**src/addr_decode_pkg.sv**
```systemverilog
package addr_decode_pkg;

    // instruction window
    localparam int window_bytes = 6;

    typedef logic [7:0] inst_byte_t;
    typedef logic [2:0] reg_idx_t;
    typedef logic [1:0] scale_t;
    typedef logic [1:0] mod_t;

    // one-hot byte count of modrm + sib + displacement
    typedef logic [5:0] addr_len_t;

    localparam addr_len_t len_0 = 6'b000001;
    localparam addr_len_t len_1 = 6'b000010;
    localparam addr_len_t len_2 = 6'b000100;
    localparam addr_len_t len_3 = 6'b001000;
    localparam addr_len_t len_5 = 6'b010000;
    localparam addr_len_t len_6 = 6'b100000;

    // one-hot displacement size
    typedef logic [3:0] disp_size_t;

    localparam disp_size_t disp_none = 4'b0001;
    localparam disp_size_t disp_8 = 4'b0010;
    localparam disp_size_t disp_16 = 4'b0100;
    localparam disp_size_t disp_32 = 4'b1000;

    // modrm mod field
    localparam mod_t mod_indirect = 2'd0;
    localparam mod_t mod_disp8 = 2'd1;
    localparam mod_t mod_disp_full = 2'd2;
    localparam mod_t mod_register = 2'd3;

    // fixed registers of 16-bit addressing
    localparam reg_idx_t reg_bx = 3'd3;
    localparam reg_idx_t reg_bp = 3'd5;
    localparam reg_idx_t reg_si = 3'd6;
    localparam reg_idx_t reg_di = 3'd7;

    // special r/m encodings
    localparam reg_idx_t rm_sib = 3'd4;
    localparam reg_idx_t rm_disp_only = 3'd5;
    localparam reg_idx_t rm16_disp_only = 3'd6;

endpackage

```
**src/addr_info_if.sv**
```systemverilog
interface addr_info_if
    import addr_decode_pkg::*;
();

    logic       is_sib;
    addr_len_t  length;
    disp_size_t disp_size;
    reg_idx_t   base_reg;
    logic       use_base;
    reg_idx_t   index_reg;
    logic       use_index;
    scale_t     scale;

    modport length_src (
        output is_sib,
        output length,
        output disp_size
    );

    // register side needs is_sib from the length side
    modport reg_src (
        input  is_sib,
        output base_reg,
        output use_base,
        output index_reg,
        output use_index,
        output scale
    );

    modport sink (
        input is_sib,
        input length,
        input disp_size,
        input base_reg,
        input use_base,
        input index_reg,
        input use_index,
        input scale
    );

endinterface

```
**src/prefix_window_select.sv**
```systemverilog
module prefix_window_select
    import addr_decode_pkg::*;
#(
    parameter int max_prefixes = 4,
    parameter int window_bytes = addr_decode_pkg::window_bytes
) (
    // window numbered from 1, byte k+1 follows k prefixes
    input  inst_byte_t              byte_window [1:window_bytes],
    input  logic [max_prefixes-1:0] prefix_count_onehot,
    input  logic                    two_byte_opcode,
    output inst_byte_t              modrm_byte,
    output inst_byte_t              sib_byte
);

    logic [max_prefixes-1:0] prefix_sel;
    inst_byte_t              modrm_cand [max_prefixes];
    inst_byte_t              sib_cand [max_prefixes];

    // illegal one-hot falls back to no prefixes
    assign prefix_sel = $onehot(prefix_count_onehot) ? prefix_count_onehot
                                                     : max_prefixes'(1);

    // candidate bytes per prefix count
    always_comb begin
        for (int i = 0; i < max_prefixes; i++) begin
            if (two_byte_opcode) begin
                modrm_cand[i] = byte_window[i + 2];
                sib_cand[i] = byte_window[i + 3];
            end else begin
                modrm_cand[i] = byte_window[i + 1];
                sib_cand[i] = byte_window[i + 2];
            end
        end
    end

    // and-or mux over the prefix one-hot
    always_comb begin
        modrm_byte = '0;
        sib_byte = '0;
        for (int i = 0; i < max_prefixes; i++) begin
            modrm_byte = modrm_byte | ({8{prefix_sel[i]}} & modrm_cand[i]);
            sib_byte = sib_byte | ({8{prefix_sel[i]}} & sib_cand[i]);
        end
    end

endmodule

```
**src/modrm_length_decode.sv**
```systemverilog
module modrm_length_decode
    import addr_decode_pkg::*;
(
    input  inst_byte_t       modrm_byte,
    input  logic             has_modrm,
    input  logic             addr_size_override,
    addr_info_if.length_src  info
);

    mod_t     modrm_mod;
    reg_idx_t rm;
    logic     sib_present;

    assign modrm_mod = modrm_byte[7:6];
    assign rm = modrm_byte[2:0];

    // sib only exists in 32-bit addressing
    assign sib_present = has_modrm && (modrm_mod != mod_register) && (rm == rm_sib)
                         && !addr_size_override;

    assign info.is_sib = sib_present;

    always_comb begin
        info.length = len_0;
        info.disp_size = disp_none;
        if (!has_modrm) begin
            info.length = len_0;
            info.disp_size = disp_none;
        end else if (!addr_size_override) begin
            case (modrm_mod)
                mod_indirect: begin
                    // sib base field is not looked at here
                    if (sib_present) begin
                        info.length = len_2;
                        info.disp_size = disp_none;
                    end else if (rm == rm_disp_only) begin
                        info.length = len_5;
                        info.disp_size = disp_32;
                    end else begin
                        info.length = len_1;
                        info.disp_size = disp_none;
                    end
                end
                mod_disp8: begin
                    info.length = sib_present ? len_3 : len_2;
                    info.disp_size = disp_8;
                end
                mod_disp_full: begin
                    info.length = sib_present ? len_6 : len_5;
                    info.disp_size = disp_32;
                end
                default: begin
                    info.length = len_1;
                    info.disp_size = disp_none;
                end
            endcase
        end else begin
            // 16-bit forms
            case (modrm_mod)
                mod_indirect: begin
                    if (rm == rm16_disp_only) begin
                        info.length = len_3;
                        info.disp_size = disp_16;
                    end else begin
                        info.length = len_1;
                        info.disp_size = disp_none;
                    end
                end
                mod_disp8: begin
                    info.length = len_2;
                    info.disp_size = disp_8;
                end
                mod_disp_full: begin
                    info.length = len_3;
                    info.disp_size = disp_16;
                end
                default: begin
                    info.length = len_1;
                    info.disp_size = disp_none;
                end
            endcase
        end
    end

endmodule

```
**src/addr_reg_select.sv**
```systemverilog
module addr_reg_select
    import addr_decode_pkg::*;
(
    input  inst_byte_t    modrm_byte,
    input  inst_byte_t    sib_byte,
    input  logic          has_modrm,
    input  logic          addr_size_override,
    addr_info_if.reg_src  info
);

    mod_t     modrm_mod;
    reg_idx_t rm;
    scale_t   sib_scale;
    reg_idx_t sib_index;
    reg_idx_t sib_base;
    logic     mode16_mem;
    logic     base16;
    logic     base32;

    assign modrm_mod = modrm_byte[7:6];
    assign rm = modrm_byte[2:0];
    assign sib_scale = sib_byte[7:6];
    assign sib_index = sib_byte[5:3];
    assign sib_base = sib_byte[2:0];

    // 16-bit memory form
    assign mode16_mem = addr_size_override && has_modrm && (modrm_mod != mod_register);

    always_comb begin
        info.base_reg = rm;
        info.index_reg = sib_index;
        info.scale = '0;
        if (info.is_sib) begin
            info.base_reg = sib_base;
            info.index_reg = sib_index;
            info.scale = sib_scale;
        end else if (addr_size_override && (modrm_mod != mod_register)) begin
            // bp for r/m 2, 3 and 6, bx otherwise
            if (rm == 3'd2 || rm == 3'd3 || rm == rm16_disp_only) begin
                info.base_reg = reg_bp;
            end else begin
                info.base_reg = reg_bx;
            end
            info.index_reg = rm[0] ? reg_di : reg_si;
        end
    end

    assign base32 = !addr_size_override && has_modrm
                    && !((modrm_mod == mod_indirect) && (rm == rm_disp_only));

    assign base16 = (mode16_mem && !rm[2])
                    || (mode16_mem && (modrm_mod == mod_indirect) && (rm == 3'd7))
                    || (mode16_mem && (modrm_mod != mod_indirect) && (rm[2:1] == 2'b11));

    // register form counts as a base even without modrm
    assign info.use_base = (modrm_mod == mod_register) || base32 || base16;

    assign info.use_index = info.is_sib || (mode16_mem && (rm <= 3'd5));

endmodule

```
**src/decode_output_stage.sv**
```systemverilog
module decode_output_stage
    import addr_decode_pkg::*;
(
    input  logic         clk,
    input  logic         reset,
    input  logic         in_valid,
    addr_info_if.sink    info,
    output logic         out_valid,
    output logic         is_sib,
    output addr_len_t    length_of_mod_sib_disp,
    output disp_size_t   disp_size,
    output reg_idx_t     base_reg,
    output logic         use_base,
    output reg_idx_t     index_reg,
    output logic         use_index,
    output scale_t       index_scale
);

    always_ff @(posedge clk) begin
        if (reset) begin
            out_valid <= 1'b0;
            is_sib <= 1'b0;
            length_of_mod_sib_disp <= '0;
            disp_size <= '0;
            base_reg <= '0;
            use_base <= 1'b0;
            index_reg <= '0;
            use_index <= 1'b0;
            index_scale <= '0;
        end else begin
            out_valid <= in_valid;
            // hold last result when idle
            if (in_valid) begin
                is_sib <= info.is_sib;
                length_of_mod_sib_disp <= info.length;
                disp_size <= info.disp_size;
                base_reg <= info.base_reg;
                use_base <= info.use_base;
                index_reg <= info.index_reg;
                use_index <= info.use_index;
                index_scale <= info.scale;
            end
        end
    end

endmodule

```
**src/addressing_decode.sv**
```systemverilog
module addressing_decode
    import addr_decode_pkg::*;
#(
    parameter int max_prefixes = 4,
    localparam int window_size = max_prefixes + 2
) (
    input  logic                    clk,
    input  logic                    reset,
    input  logic                    in_valid,
    input  inst_byte_t              byte_window [1:window_size],
    input  logic                    has_modrm,
    input  logic [max_prefixes-1:0] prefix_count_onehot,
    input  logic                    two_byte_opcode,
    input  logic                    addr_size_override,
    output logic                    out_valid,
    output logic                    is_sib,
    output addr_len_t               length_of_mod_sib_disp,
    output disp_size_t              disp_size,
    output reg_idx_t                base_reg,
    output logic                    use_base,
    output reg_idx_t                index_reg,
    output logic                    use_index,
    output scale_t                  index_scale
);

    inst_byte_t modrm_byte;
    inst_byte_t sib_byte;

    addr_info_if info ();

    prefix_window_select #(
        .max_prefixes (max_prefixes),
        .window_bytes (window_size)
    ) i_prefix_window_select (
        .byte_window         (byte_window),
        .prefix_count_onehot (prefix_count_onehot),
        .two_byte_opcode     (two_byte_opcode),
        .modrm_byte          (modrm_byte),
        .sib_byte            (sib_byte)
    );

    modrm_length_decode i_modrm_length_decode (
        .modrm_byte         (modrm_byte),
        .has_modrm          (has_modrm),
        .addr_size_override (addr_size_override),
        .info               (info.length_src)
    );

    addr_reg_select i_addr_reg_select (
        .modrm_byte         (modrm_byte),
        .sib_byte           (sib_byte),
        .has_modrm          (has_modrm),
        .addr_size_override (addr_size_override),
        .info               (info.reg_src)
    );

    decode_output_stage i_decode_output_stage (
        .clk                    (clk),
        .reset                  (reset),
        .in_valid               (in_valid),
        .info                   (info.sink),
        .out_valid              (out_valid),
        .is_sib                 (is_sib),
        .length_of_mod_sib_disp (length_of_mod_sib_disp),
        .disp_size              (disp_size),
        .base_reg               (base_reg),
        .use_base               (use_base),
        .index_reg              (index_reg),
        .use_index              (use_index),
        .index_scale            (index_scale)
    );

endmodule

```
**config.mk**
```make
export PLATFORM = sky130hd
export DESIGN_NAME = addressing_decode
export DESIGN_NICKNAME = d
export VERILOG_FILES = /design/src/addr_decode_pkg.sv /design/src/addr_info_if.sv /design/src/prefix_window_select.sv /design/src/modrm_length_decode.sv /design/src/addr_reg_select.sv /design/src/decode_output_stage.sv /design/src/addressing_decode.sv
export SDC_FILE = /design/constraint.sdc
export NUM_CORES = 1
export LEC_CHECK = 0
export BUFFER_PORTS_ARGS = -buffer_cell sky130_fd_sc_hd__clkbuf_2
export CAP_MARGIN = 20
export CORE_MARGIN = 8
export CORE_UTILIZATION = 54
export DETAILED_ROUTE_END_ITERATION = 16
export GPL_ROUTABILITY_DRIVEN = 0
export PLACE_DENSITY = 0.95
export SLEW_MARGIN = 0
export SYNTH_ARGS = -nofsm -noshare
export SYNTH_HDL_FRONTEND = slang
export SYNTH_HIERARCHICAL = 1
export SYNTH_SLANG_ARGS = --single-unit
```
**constraint.sdc**
```tcl
create_clock -name clk -period 10.1 [get_ports clk]
set_input_delay 0 -clock clk [delete_from_list [all_inputs] [get_ports clk]]
set_output_delay 0 -clock clk [all_outputs]
set_load 0.03 [all_outputs]
```
==> impl_metrics.toml, run 1 <==
[timing]
drv_slew = 0
tightest_slew_ns = 0.836
max_freq_ghz = 0.219
slew_headroom_pct = 44.3
setup_tns_ns = 0
fin_crit_ns = 4.57
rsz0062_at_grt = "no"
hold_viol_final = 0
fin_skew_ns = 0
fin_crit_sh_pct = 45.3
setup_viol = 0

[drt]
routed_via_density = 6.11
drc = 0
via_count = 2085
wirelength_mm = 5.48
postRouteAntennaNets = 0
drt-pass1-iter-count = 6
wire_per_inst_microns = 16.1
drt_iter0_markers = 216

[floorplanning]
ios = 80
core-area_sq_um = 3630
die_h_microns = 77.1
chipWidth_microns = 77.1
die_area_sq_um = 5940
initial_core_util_pct = 55.5
row_count = 22

[power]
powerDensity_nw_per_um2 = 122
combPwrFrac_pct = 45.6
swShare_pct = 36.2
p_clk_share_pct = 21.3
intPower_mw = 0.184
seqPwrFrac_pct = 33.2
p_leak_nw = 1.16
peakVddDrop_v = 0.0000917
p_switching_mw = 0.105

[placed_design]
hpwl_mm = 4.14
dpl.cell_count = 337
portBuffers = 76
placed_cell_area_sq_um = 2320

[final_layout]
fin_cells = 341
drive_gt1_share_pct = 32.1
mostFrequentLayoutCell = "clkbuf_2"
fillers = 328
regMostFlops = "i_decode_output_stage/length_of_mod_sib_disp"
area_growth_pct = 17.8
design_area_sq_um = 2370
most-common-layout-cells = "76 x clkbuf_2, 25 x nor2_1, 22 x mux2i_1, 22 x dfxtp_1, 19 x a222oi_1"
diodes = 0
num-nets-final = 360
largest_registers = "i_decode_output_stage/length_of_mod_sib_disp (6), i_decode_output_stage/disp_size (4)"
largest_reg_flops = 6

[synth]
post_synth.cell_area_avg_sq_um = 8.54
syn_area_sq_um = 2020
synth_cells = 236
yosys_warnings = 6
synth_nets = 302

[critical_path]
cp_max_fo = 24
crit_type = "in2reg"
crit_chain = "clkbuf_2 > inv_1 > fa_1 > inv_1 > ha_1 > ha_1 > or4b_1 > a221o_1 > ha_1 > or2b_1 > nor3b_4 > nor2b_4 > mux2_4 > mux2i_1 > nor2_1"
crit_arrival_ns = 4.71
critPathRequiredTime_ns = 10.24
cp-start-kind = "input port"
max_stage_delay_ns = 0.88
path_common_cell = "ha_1"
critPathSlowestCell = "or4b_1"
crit_path_end_kind = "flop"

[job]
cap_violations = 0

[clock_tree]
clk_latency_ns = 0.26
ctsRootBufferMaster = "clkbuf_8"
clock-sinks = 22
cts-resized-gates = 0
path_clk_slew_ns = 0.08
cts_hold_buffers = 0
numCtsBuffers = 3
cts_setup_buffers = 0
clk_path_buf_depth = 2
cts.htree.levels = 1
cts_tree = "yes"

[worst_hold_path]
hp-class = "in2reg"

[global_route]
first_global_vias = 2069
grt_usage_pct = 17.6
grt_pass1_wl_mm = 9.11
grt_antenna_before_repair = 0
grt-ovfl-total = 0
grt_max_degree = 30

[status]
outcome = "completed"
==> final cells by class <==
class / instances / area, sq um / area share [%]
Multi-Input combinational cell: 179 / 1390 / 58.4
Clock buffer: 4 / 55.1 / 2.32
Timing Repair Buffer: 78 / 395 / 16.7
Tap cell: 48 / 60.1 / 2.53
Inverter: 10 / 37.5 / 1.58
Sequential cell: 22 / 440 / 18.6
==> worst paths after layout <==
kind                                           start                                               to  slack, ns  cells past startpoint
hold / removal                             has_modrm  i_decode_output_stage/length_of_mod_sib_disp[0]       0.18                      4
setup / recovery              prefix_count_onehot[1]               i_decode_output_stage/index_reg[0]       5.53                     15
setup reg to reg  i_decode_output_stage/disp_size[1]               i_decode_output_stage/disp_size[1]       9.38                      2
hold reg to reg    i_decode_output_stage/base_reg[0]                i_decode_output_stage/base_reg[0]       0.50                      2
==> power by group through the flow <==
stage	registers [mW]	logic (mW)	clock network, mW
floorplan	0.109	0.0879	0
global placement	0.0973	0.126	0
detailed placement	0.0977	0.130	0
CTS	0.0957	0.131	0.0621
global route	0.0965	0.144	0.0654
finish	0.0958	0.132	0.0614
==> per-stage QoR <==
stage          power (mW)  worst slack (ns)  utilization, %  hold slack (ns)
5_1_grt             0.306              5.29            65.3            0.225
3_5_place_dp        0.228              5.28            63.8            0.426
3_3_place_gp        0.223              5.44            63.8            0.419
4_1_cts             0.289              5.55            65.3            0.168
2_1_floorplan       0.197              5.93               -           0.0716
6_report            0.289              5.53            65.3            0.180
==> layer usage <==
layer,global-route usage [%],vias up,part of all wire [%]
met5,0,-,0
met4,5.28,0,1.6
met3,4.90,9,6.6
met2,32.5,84,51
met1,18.9,976,41
li1,-,1016,-
==> worst max-delay path, delay by kind of cell <==
kind	cells	cell delay (ns)
compound gates	1	0.62
mux	2	0.44
simple gates	5	1.83
buf+inv	3	0.52
fa+ha+maj	4	1.27
Note: power is estimated with default switching activity, not from simulation.
==> run 2, diff against run 1 <==
Settings changed: CORE_UTILIZATION 54 to 45, PLACE_DENSITY 0.95 to 0.86.
Clock period 10.1 ns to 3.95 ns, I/O delays scaled along.
==> impl_metrics.toml, run 2 (same netlist as run 1, synthesis figures left out) <==
[power]
p_leak_nw = 1.21
total_power_mw = 0.809
seqPwrFrac_pct = 30.3
combPwrFrac_pct = 44.1
peakVddDrop_v = 0.000129
p_switching_mw = 0.277
intPower_mw = 0.532
swShare_pct = 34.2
p_clk_share_pct = 25.7
powerDensity_nw_per_um2 = 326

[critical_path]
worstReg2RegStart = "i_decode_output_stage/length_of_mod_sib_disp[1]"
rr_worst_depth = 2
r2r_slack_ns = 3.29
crit_type = "in2reg"
cp_max_fo = 13
r2r-end = "i_decode_output_stage/length_of_mod_sib_disp[1]"
critPathRequiredTime_ns = 4.09
crit_arrival_ns = 3.69
endpoint = "i_decode_output_stage/base_reg[2]"
cp-start-kind = "input port"
crit_path_end_kind = "flop"
critPathLaunch = "prefix_count_onehot[0]"

[final_layout]
final_util_pct = 57.3
largest_reg_flops = 6
fillers = 412
num-nets-final = 370
most-common-layout-cells = "76 x clkbuf_2, 25 x nor2_1, 22 x mux2i_1, 22 x dfxtp_1, 19 x a222oi_1"
largest_registers = "i_decode_output_stage/length_of_mod_sib_disp (6), i_decode_output_stage/disp_size (4)"
area_growth_pct = 23.0
drive_gt1_share_pct = 35.0
regMostFlops = "i_decode_output_stage/length_of_mod_sib_disp"
mostFrequentLayoutCell = "clkbuf_2"
diodes = 0

[global_route]
grt_max_degree = 30
grt_util_met1_pct = 18.6
top_usage_layer = "met2"
grt_usage_pct = 14.9
met3_usage_pct = 3.81
grt_antenna_before_repair = 0
grt-ovfl-total = 0
grt_pass1_wl_mm = 9.14
first_global_vias = 2037
met2_usage_pct = 24.2

[clock_tree]
cts_tree = "yes"
ctsRootBufferMaster = "clkbuf_8"
cts-resized-gates = 0
cts.htree.levels = 1
numCtsBuffers = 3
clk_path_buf_depth = 2
path_clk_slew_ns = 0.08
cts_hold_buffers = 0
clk_latency_ns = 0.26
clock-sinks = 22
cts_setup_buffers = 0

[timing]
drv_slew = 0
max_freq_ghz = 0.281
tightest_slew_ns = 0.697
hold_viol_final = 0
slew_headroom_pct = 53.5
rsz0062_at_grt = "no"
fin_crit_ns = 3.56
hold_slack_ns = 0.177
fin_skew_ns = 0
fin_crit_sh_pct = 90.0
timing.final.ws_setup_ns = 0.395
setup_tns_ns = 0
setup_viol = 0

[job]
cap_violations = 0

[placed_design]
hpwl_mm = 4.34
pre_cts_slack_ns = 0.115
portBuffers = 76

[drt]
routed_via_density = 5.80
drt-pass1-iter-count = 6
via_count = 2059
drc = 0
wirelength_mm = 5.40
wire_per_inst_microns = 15.2
postRouteAntennaNets = 0
drt_iter0_markers = 153

[floorplanning]
chipWidth_microns = 82.9
die_h_microns = 82.9
initial_core_util_pct = 46.6
die_area_sq_um = 6880
ios = 80
core-area_sq_um = 4320
row_count = 24

[worst_hold_path]
hp-class = "in2reg"

[status]
outcome = "completed"
-- run 2: cell count changes in the layout (fill, tap and decap cells not counted) --
cell / delta
a221o_1: -1
a221o_2: +1
a32oi_1: -1
a32oi_2: +1
buf_4: +10
bufinv_16: +1
clkbuf_8: -1
-- run 2: power by group through the flow --
stage                     registers, mW  logic [mW]  clock network (mW)
after floorplan                   0.279       0.227                   0
after global placement            0.250       0.341                   0
after detailed placement          0.250       0.351                   0
after CTS                         0.245       0.355               0.212
after global routing              0.246       0.392               0.220
final                             0.245       0.357               0.208
-- run 2: layout make-up --
cell class	instances	area, sq um	share of cell area (%)
repair buffers	88	470	19.0
well taps	52	65.1	2.62
multi-input cells	179	1390	56.2
clock buffers	3	41.3	1.67
flip-flops and latches	22	440	17.8
clock inverters	1	30.0	1.21
inverters	10	37.5	1.51
-- run 2: routing by layer --
layer | up-vias | wire (microns)
met1 | 930 | 2500
met3 | 8 | 369
li1 | 1033 | -
met2 | 88 | 2470
met4 | 0 | 58
met5 | - | 0
-- run 2: worst min path at each step --
stage                     startpoint                                         endpoint  slack [ns]  depth (start not counted)
final                      has_modrm  i_decode_output_stage/length_of_mod_sib_disp[0]        0.18                          4
after global routing       has_modrm  i_decode_output_stage/length_of_mod_sib_disp[0]        0.19                          4
after CTS                  has_modrm  i_decode_output_stage/length_of_mod_sib_disp[0]        0.15                          4
after detailed placement   has_modrm  i_decode_output_stage/length_of_mod_sib_disp[0]        0.43                          4
after global placement     has_modrm  i_decode_output_stage/length_of_mod_sib_disp[0]        0.42                          4
after floorplan                reset                  i_decode_output_stage/out_valid        0.07                          1
-- run 2: through the flow --
step / std cells / area (sq um)
after CTS: 355 / 2480
after floorplan: 236 / 2030
after global placement: 351 / 2410
after global routing: 355 / 2480
final: 355 / 2480
after detailed placement: 351 / 2410
-- run 2: worst max-delay path, stage by stage --
cell      delay, ns
clkbuf_2       0.08
inv_1          0.05
fa_1           0.53
inv_1          0.04
ha_1           0.18
ha_1           0.31
or4b_1         0.74
a221o_2        0.43
ha_1           0.21
or2b_1         0.28
nor3b_4        0.25
buf_4          0.22
nand2b_1       0.07
o31a_1         0.10
mux2i_1        0.13
nor2_1         0.05
